===== src/hw/core_cfg_pkg.sv =====
// Core configuration
// Word and register widths, plus the records that move
// between the issue stage, the lanes and the commit stage

package core_cfg_pkg;

    localparam int DATA_W   = 32;
    localparam int REG_AW   = 5;
    localparam int NUM_REGS = 32;

    typedef logic [DATA_W-1:0] word_t;
    typedef logic [REG_AW-1:0] reg_addr_t;

    // One retired instruction, also a register file write port
    typedef struct packed {
        word_t     pc;
        logic      wen;
        reg_addr_t waddr;
        word_t     wdata;
    } commit_t;

    typedef struct packed {
        logic  valid;
        word_t pc;
        word_t inst;
    } issue_t;

endpackage


===== src/hw/isa_pkg.sv =====
// MIPS32 integer subset
// Primary opcodes, SPECIAL function codes and the internal
// ALU operations used by the execute lanes

package isa_pkg;

    typedef enum logic [5:0] {
        SPECIAL = 6'h00,
        ADDIU   = 6'h09,
        ANDI    = 6'h0c,
        ORI     = 6'h0d,
        XORI    = 6'h0e,
        LUI     = 6'h0f
    } opcode_e;

    typedef enum logic [5:0] {
        SLL  = 6'h00,
        SRL  = 6'h02,
        ADDU = 6'h21,
        SUBU = 6'h23,
        AND  = 6'h24,
        OR   = 6'h25,
        XOR  = 6'h26,
        NOR  = 6'h27,
        SLT  = 6'h2a,
        SLTU = 6'h2b
    } funct_e;

    typedef enum logic [3:0] {
        ALU_NONE,
        ALU_ADD,
        ALU_SUB,
        ALU_AND,
        ALU_OR,
        ALU_XOR,
        ALU_NOR,
        ALU_SLT,
        ALU_SLTU,
        ALU_SLL,
        ALU_SRL,
        ALU_LUI
    } alu_op_e;

    // Decoder output of one lane
    typedef struct packed {
        alu_op_e                   op;
        logic                      use_imm;
        core_cfg_pkg::reg_addr_t   dest;
        core_cfg_pkg::word_t       imm;
    } decoded_t;

endpackage


===== src/hw/issue_split.sv =====
// Issue stage
// Registers an accepted instruction pair into the two lanes.
// A pair whose second instruction reads the first one's result
// is issued as two single instructions on consecutive cycles.

`timescale 1ns/1ps

module issue_split import core_cfg_pkg::*; import isa_pkg::*; (
    input  logic   clk,
    input  logic   arst_n_i,
    input  logic   pair_valid_i,
    input  word_t  pc_i,
    input  word_t  inst1_i,
    input  word_t  inst2_i,
    output logic   pair_ready_o,
    output issue_t issue1_o,
    output issue_t issue2_o
);

    // Register written by an instruction, zero if none
    function automatic reg_addr_t dest_of(word_t inst);
        reg_addr_t dest;
        dest = '0;
        case (opcode_e'(inst[31:26]))
            SPECIAL: begin
                case (funct_e'(inst[5:0]))
                    ADDU, SUBU, AND, OR, XOR, NOR, SLT, SLTU, SLL, SRL: dest = inst[15:11];
                    default: dest = '0;
                endcase
            end
            ADDIU, ANDI, ORI, XORI, LUI: dest = inst[20:16];
            default: dest = '0;
        endcase
        return dest;
    endfunction

    issue_t    issue1_q, issue2_q, defer_q;
    issue_t    slot1, slot2;
    reg_addr_t dest1;
    logic      rtype2;
    logic      split;

    assign slot1 = '{valid: 1'b1, pc: pc_i, inst: inst1_i};
    assign slot2 = '{valid: 1'b1, pc: pc_i + word_t'(4), inst: inst2_i};

    // RAW hazard inside the pair
    assign dest1  = dest_of(inst1_i);
    assign rtype2 = opcode_e'(inst2_i[31:26]) == SPECIAL;
    assign split  = (dest1 != '0) &&
                    ((inst2_i[25:21] == dest1) || (rtype2 && inst2_i[20:16] == dest1));

    always_ff @(posedge clk or negedge arst_n_i) begin
        if (!arst_n_i) begin
            issue1_q <= '0;
            issue2_q <= '0;
            defer_q  <= '0;
        end else if (defer_q.valid) begin
            // Second half of a split pair, lane 1 idles
            issue1_q.valid <= 1'b0;
            issue2_q       <= defer_q;
            defer_q.valid  <= 1'b0;
        end else if (pair_valid_i) begin
            issue1_q <= slot1;
            if (split) begin
                issue2_q.valid <= 1'b0;
                defer_q        <= slot2;
            end else begin
                issue2_q <= slot2;
            end
        end else begin
            issue1_q.valid <= 1'b0;
            issue2_q.valid <= 1'b0;
        end
    end

    assign pair_ready_o = !defer_q.valid;
    assign issue1_o     = issue1_q;
    assign issue2_o     = issue2_q;

endmodule


===== config.mk =====
export PLATFORM = sky130hd
export DESIGN_NAME = issue_split
export DESIGN_NICKNAME = d
export VERILOG_FILES = /design/src/hw/core_cfg_pkg.sv /design/src/hw/isa_pkg.sv /design/src/hw/issue_split.sv
export SDC_FILE = /design/constraint.sdc
export NUM_CORES = 1
export LEC_CHECK = 0
export ABC_AREA = 1
export BUFFER_PORTS_ARGS = -buffer_cell sky130_fd_sc_hd__buf_2
export CELL_PAD_IN_SITES_DETAIL_PLACEMENT = 1
export CELL_PAD_IN_SITES_GLOBAL_PLACEMENT = 1
export CORE_ASPECT_RATIO = 0.75
export CORE_MARGIN = 5
export CORE_UTILIZATION = 35
export DETAILED_ROUTE_END_ITERATION = 8
export GPL_TIMING_DRIVEN = 0
export PLACE_DENSITY = 0.73
export SLEW_MARGIN = 20
export SYNTH_ARGS = -nofsm -noshare
export SYNTH_HDL_FRONTEND = slang
export SYNTH_SLANG_ARGS = --single-unit

===== constraint.sdc =====
create_clock -name clk -period 1.7 [get_ports clk]
set_input_delay 0.17 -clock clk [delete_from_list [all_inputs] [get_ports clk]]
set_output_delay 0.17 -clock clk [all_outputs]
set_load 0.02 [all_outputs]

Yosys cells after proc, flatten, opt, wreduce, memory -nomap -nowiden
Index checks and enable logic that the tools add are counted.

Bits in registers: 195. Input bits: 99.

$add $sub $neg: 1. Eq/ne operators: 17. Muxes and demuxes: 12. Bitwise gates (word level): 1. Reduce and logical (&&, ||, !) cells: 14.

Operators with widths (count): 65-bit 2-to-1 mux (3); 64-bit 2-to-1 mux (2); 6-bit equality test (second input constant) (8); 32-bit by 3-bit adder with 32-bit output (second input constant) (1); 6-bit by 4-bit equality test with 1-bit output (second input constant) (5); 6-bit zero test (3); 5-bit equality test (2); 5-bit case mux with 2 select lines (1); 10-bit OR reduction (1); 6-bit by 2-bit equality test with 1-bit output (second input constant) (1); 1-bit 2-to-1 mux (5); 5-bit 2-to-1 mux (1); 5-bit nonzero test (1); 5-bit OR reduction (1); 2-bit AND reduction (2); 3-bit AND reduction (1); 1-bit logical AND (2); 2-bit != test (second input constant) (1); 2-bit nonzero test (1); 1-bit zero test (1); 1-bit logical OR (1); 1-bit NOT (1).

Longest topological paths before layout
Depth in word-level cells: 11. Depth in mapped cells: 18.

Least setup slack after synthesis
No wires, ideal clock.

Path kind: reg2reg. Start point: register defer_q[64] (netlist bit). End point: register issue2_q (netlist bit issue2_o[10]). Data arrival time: 1.615 ns. Data required time: 1.634 ns. Slack: 0.019 ns. Stages on the path, launching flop included: 9. Path buffers: 4. Path through: dfrtp_1 -> clkbuf_1 -> buf_2 -> inv_2 -> nand2_1 -> clkbuf_1 -> clkbuf_1 -> nand3_1 -> nand2_1.

Longest elaborated chain between the ends: 2. Elaborated cells between the ends (all ways): 4. Those cells by class: eq/ne (1); mux (1); reduce/logical (2).

RTL lines: start, declared (line issue_split.sv:37) `issue_t issue1_q, issue2_q, defer_q;`; start signal, assigned (line issue_split.sv:66) `defer_q <= slot2;`; 2-bit != test (no line) or 2-bit nonzero test (tied branches); 2-bit AND reduction (no line); end signal, assigned (line issue_split.sv:60) `issue2_q <= defer_q;`; end signal, assigned (line issue_split.sv:68) `issue2_q <= slot2;`; end, declared (line issue_split.sv:37).

Parallel ways exist; a longest one is shown, timed or not. A chain may end at the register's enable or synchronous reset.

Worst setup path in the final report
Start point: input inst1_i[26]. End point: register defer_q[32] (netlist bit).

Longest elaborated chain between the ends: 8. Elaborated cells between the ends (all ways): 15. Those cells by class: eq/ne (7); mux (1); reduce/logical (7).

RTL lines: start, declared (line issue_split.sv:13) `input word_t inst1_i,`; 6-bit by 4-bit equality test with 1-bit output (line issue_split.sv:24) `case (opcode_e'(inst[31:26]))`; 5-bit OR reduction (line issue_split.sv:24); 5-bit case mux with 2 select lines * (line issue_split.sv:24); 5-bit equality test (line issue_split.sv:50) `((inst2_i[25:21] == dest1) || (rtype2 && inst2_i[20:16] == dest1));`; 1-bit logical AND (line issue_split.sv:50); 1-bit logical OR (line issue_split.sv:50); 1-bit logical AND * (line issue_split.sv:49) `assign split = (dest1 != '0) &&`; 3-bit AND reduction (no line) *.

Every way passes the cells marked *; elsewhere a longest branch is shown, timed or not.

==> flow_metrics.tcl <==
set metrics [dict create \
    boundaryPins 230 \
    detail_route.first_pass.iterations 5 \
    critical_path.endpoint_type "register" \
    layout_worst_path_cycle_share_pct 99.8 \
    ctsLongestPathBuffers 2 \
    slowest_delay_ns 0.22 \
    run_status "completed" \
    synthDistinctLibCells 27 \
    post_synthesis_area_per_instance_um2 7.91 \
    setup_repair_after_global_routing_missed_its_margin "true" \
    required_ns 2.02 \
    layout.nets 1578 \
    timing.max_cap.violations 0 \
    cts-root-buf "clkbuf_16" \
    clk_pin_slew_worst_paths_ns 0.08 \
    highest_clock_frequency_the_design_can_meet_mhz 589 \
    ant_nets 0 \
    setup_slack_ns 0.00299 \
    number_of_fill_cells_in_the_layout 3202 \
    r2r_cells 7 \
    most_area_consuming_cells_after_synthesis "dfrtp_1 53%, nand2_1 19%, o21ai_0 5.9%" \
    sinks_on_the_clock_net 195 \
    timing.hold.worst.class "in2reg" \
    floorplan.core_area_um2 26000 \
    detail_route.wirelength_mm 34.5 \
    mappedNetlistArea_um2 9280 \
    synth.largest_area_cell "dfrtp_1" \
    via_count_of_the_first_global_routing_pass 9427 \
    timing.final.max_slew_violations 0 \
    timing_hold_violations_final 0 \
    r2r_slack_ns 0.04 \
    wire_per_inst_um 18.8 \
    postSynthRegisterBits 195 \
    utilization_pct 49.4 \
    final-setup-viol-count 0 \
    critPathBufInv 3 \
    grt-ovfl-total 0 \
    crit_path_start_kind "input port" \
    design.die.area_um2 29900 \
    fraction_of_the_yosys_area_taken_by_sequential_cells_pct 52.6 \
    cp_top_family "simple AND/OR/NAND/NOR gates" \
    fin_total_pwr_mw 11.7 \
    detail_route.drc_violations 0 \
    timing.critical_path.arrival_ns 2.01 \
    detailedPlace.worstSlack_ns -0.977 \
    global_route.usage.total_pct 22.5 \
    fp-row-count 51 \
    cts_tree "yes" \
    synth_warnings 0 \
    min-delay-start "inst2_i[14]" \
    leakage_nw 6.64 \
    initialDrtViolationCount 488 \
    most-common-layout-cells "414 x nand2_1, 228 x buf_2, 194 x dfrtp_1" \
    crit_path_top_delay_cell "clkbuf_16" \
    gp_congestion 0.856 \
    crit_fanout 7 \
    mostFrequentLayoutCell "nand2_1" \
    die_height_um 151 \
    grt_start_max_net_pins 82 \
    drive_gt1_share_pct 30.6 \
    reg2reg_from "defer_q[64]$_DFF_PN0_" \
    min_delay_worst_endpoint "defer_q[14]$_DFFE_PN0P_" \
    crit_path_cell_trace "buf_8 -> nor2_4 -> nand3_4 -> nor2_4 -> nand3_4 -> nand3_1 -> nand2_1 -> nor2_1 -> nand3_1 -> nand2_2 -> nand3_4 -> clkbuf_16 -> clkbuf_16 -> nand2_2 -> o21ai_1" \
    placement.io_buffers 229 \
    area_delta_synth_final_pct 38.7 \
    die_width_um 198 \
    yosys.area.top_type_share_pct 52.6 \
    crit_top_cell "nand3_4" \
    timing.max_slew.rel_slack_pct 62.5 \
    synth.net_count 1273 \
    ctsHtreeMaxLevel 4 \
    pwr_cell_area_nw_per_um2 907 \
    finClkSkew_ns 0.0105 \
    rr_endpoint "issue2_o[21]$_DFFE_PN0P_" \
    setup_total_negative_slack_ns 0 \
    fin_crit_ns 1.70 \
    peakVddDrop_v 0.000718 \
    grt_first_pass_wirelength_mm 52.9 \
    num_vias 9082 \
    starting_utilization_of_the_core_area_pct 35.6 \
    max_slew.worst_pin.slew_ns 0.563 \
    cts_made_buffers 17 \
    dpl.hpwl_mm 24.6 \
    post_synth_inst_count 1173 \
    viasPerCell 4.95 \
    number_of_antenna_violations_at_the_first_check_in_global_routing 2 \
    worst-setup-path-type "in2reg" \
    clock_insertion_delay_worst_skew_ns 0.45 \
    worstHoldPathCells 3 \
]
-- stage by stage --
stage	area, um^2	instances	hold slack [ns]
3_3_place_gp	10900	1746	0.372
4_1_cts	12100	1824	0.00168
3_5_place_dp	10900	1748	0.136
6_report	12900	1836	0.0124
2_1_floorplan	9280	1173	-0.126
5_1_grt	12900	1835	0.00834
-- per-layer routing --
metal	track usage [%]	up-vias	share of wire, %
met1	31.4	4522	46
met5	0	-	0.038
li1	-	4329	-
met4	4.85	2	1.3
met3	4.09	35	4.7
met2	37.1	194	48
-- worst max-delay path by stage --
stage | from | end | slack [ns] | depth (start not counted)
global placement | arst_n_i | issue2_o[64]$_DFF_PN0_ | -3.07 | 1
finish | inst1_i[26] | defer_q[32]$_DFFE_PN0P_ | 0.003 | 15
floorplan | defer_q[64]$_DFF_PN0_ | issue2_o[10]$_DFFE_PN0P_ | 0.02 | 8
global route | inst1_i[26] | issue2_o[21]$_DFFE_PN0P_ | -0.1 | 15
CTS | defer_q[64]$_DFF_PN0_ | issue1_o[48]$_DFFE_PN0P_ | 0.005 | 7
detailed placement | defer_q[64]$_DFF_PN0_ | issue2_o[33]$_DFFE_PN0P_ | -0.98 | 8
-- worst min-delay path: cells and delay by family --
kind / cells / cell delay, ns
buf+inv: 2 / 0.18
compound gates: 1 / 0.08
-- cell type report --
type / instances / area, um^2 / share of cell area [%]
Antenna cell: 1 / 2.50 / 0.0195
Timing Repair Buffer: 287 / 1840 / 14.3
Multi-Input combinational cell: 808 / 4200 / 32.7
Buffer: 61 / 520 / 4.05
Clock buffer: 19 / 443 / 3.44
Sequential cell: 195 / 4880 / 37.9
Clock inverter: 13 / 139 / 1.08
Inverter: 108 / 408 / 3.17
Tap cell: 344 / 430 / 3.35
-- state kept, by name (all words and copies together) (netlist names) --
name and cells:
defer_q 65, issue1_o 65, issue2_o 65
-- power by group --
part,internal [mW],leakage (nW),switching [mW]
combinational,0.768,3.90,1.37
sequential,5.07,2.47,0.271
clock,2.12,0.277,2.06
total,7.96,6.64,3.71
-- timing repair --
action	CTS	global route
pin swaps	1	6
endpoints found under the setup margin	195	193
buffers inserted	5	6
gates resized for setup	50	207
cloned	0	5
hold endpoints to repair	97	0
hold buffers	40	0
-- logic make-up after synthesis --
kind of cell               share of synthesized area [%]
xor gates and xnor gates                            2.46
adders and majority gates                          0.135
DFF                                                 52.6
AOI/OAI and AO/OA                                   8.73
buffers and inverters                               8.23
and+or+nand+nor                                     27.8
-- Yosys cell counts --
cell	count
xor2_1	26
inv_1	105
nand3_1	96
nand3b_1	1
clkbuf_1	39
nand4_1	9
buf_6	15
a21oi_2	1
nor2_1	29
nand2_1	462
nor3_4	1
inv_2	3
ha_1	1
nor2_2	1
o21ai_2	8
nor3_2	1
nand2_2	1
nand3_2	3
buf_2	7
o21ai_1	36
o21ai_0	110
nor3b_1	2
dfrtp_1	195
nor3_1	15
nor4_1	4
buf_4	1
nor2_4	1
No activity file was read; power rests on OpenSTA's default activity.
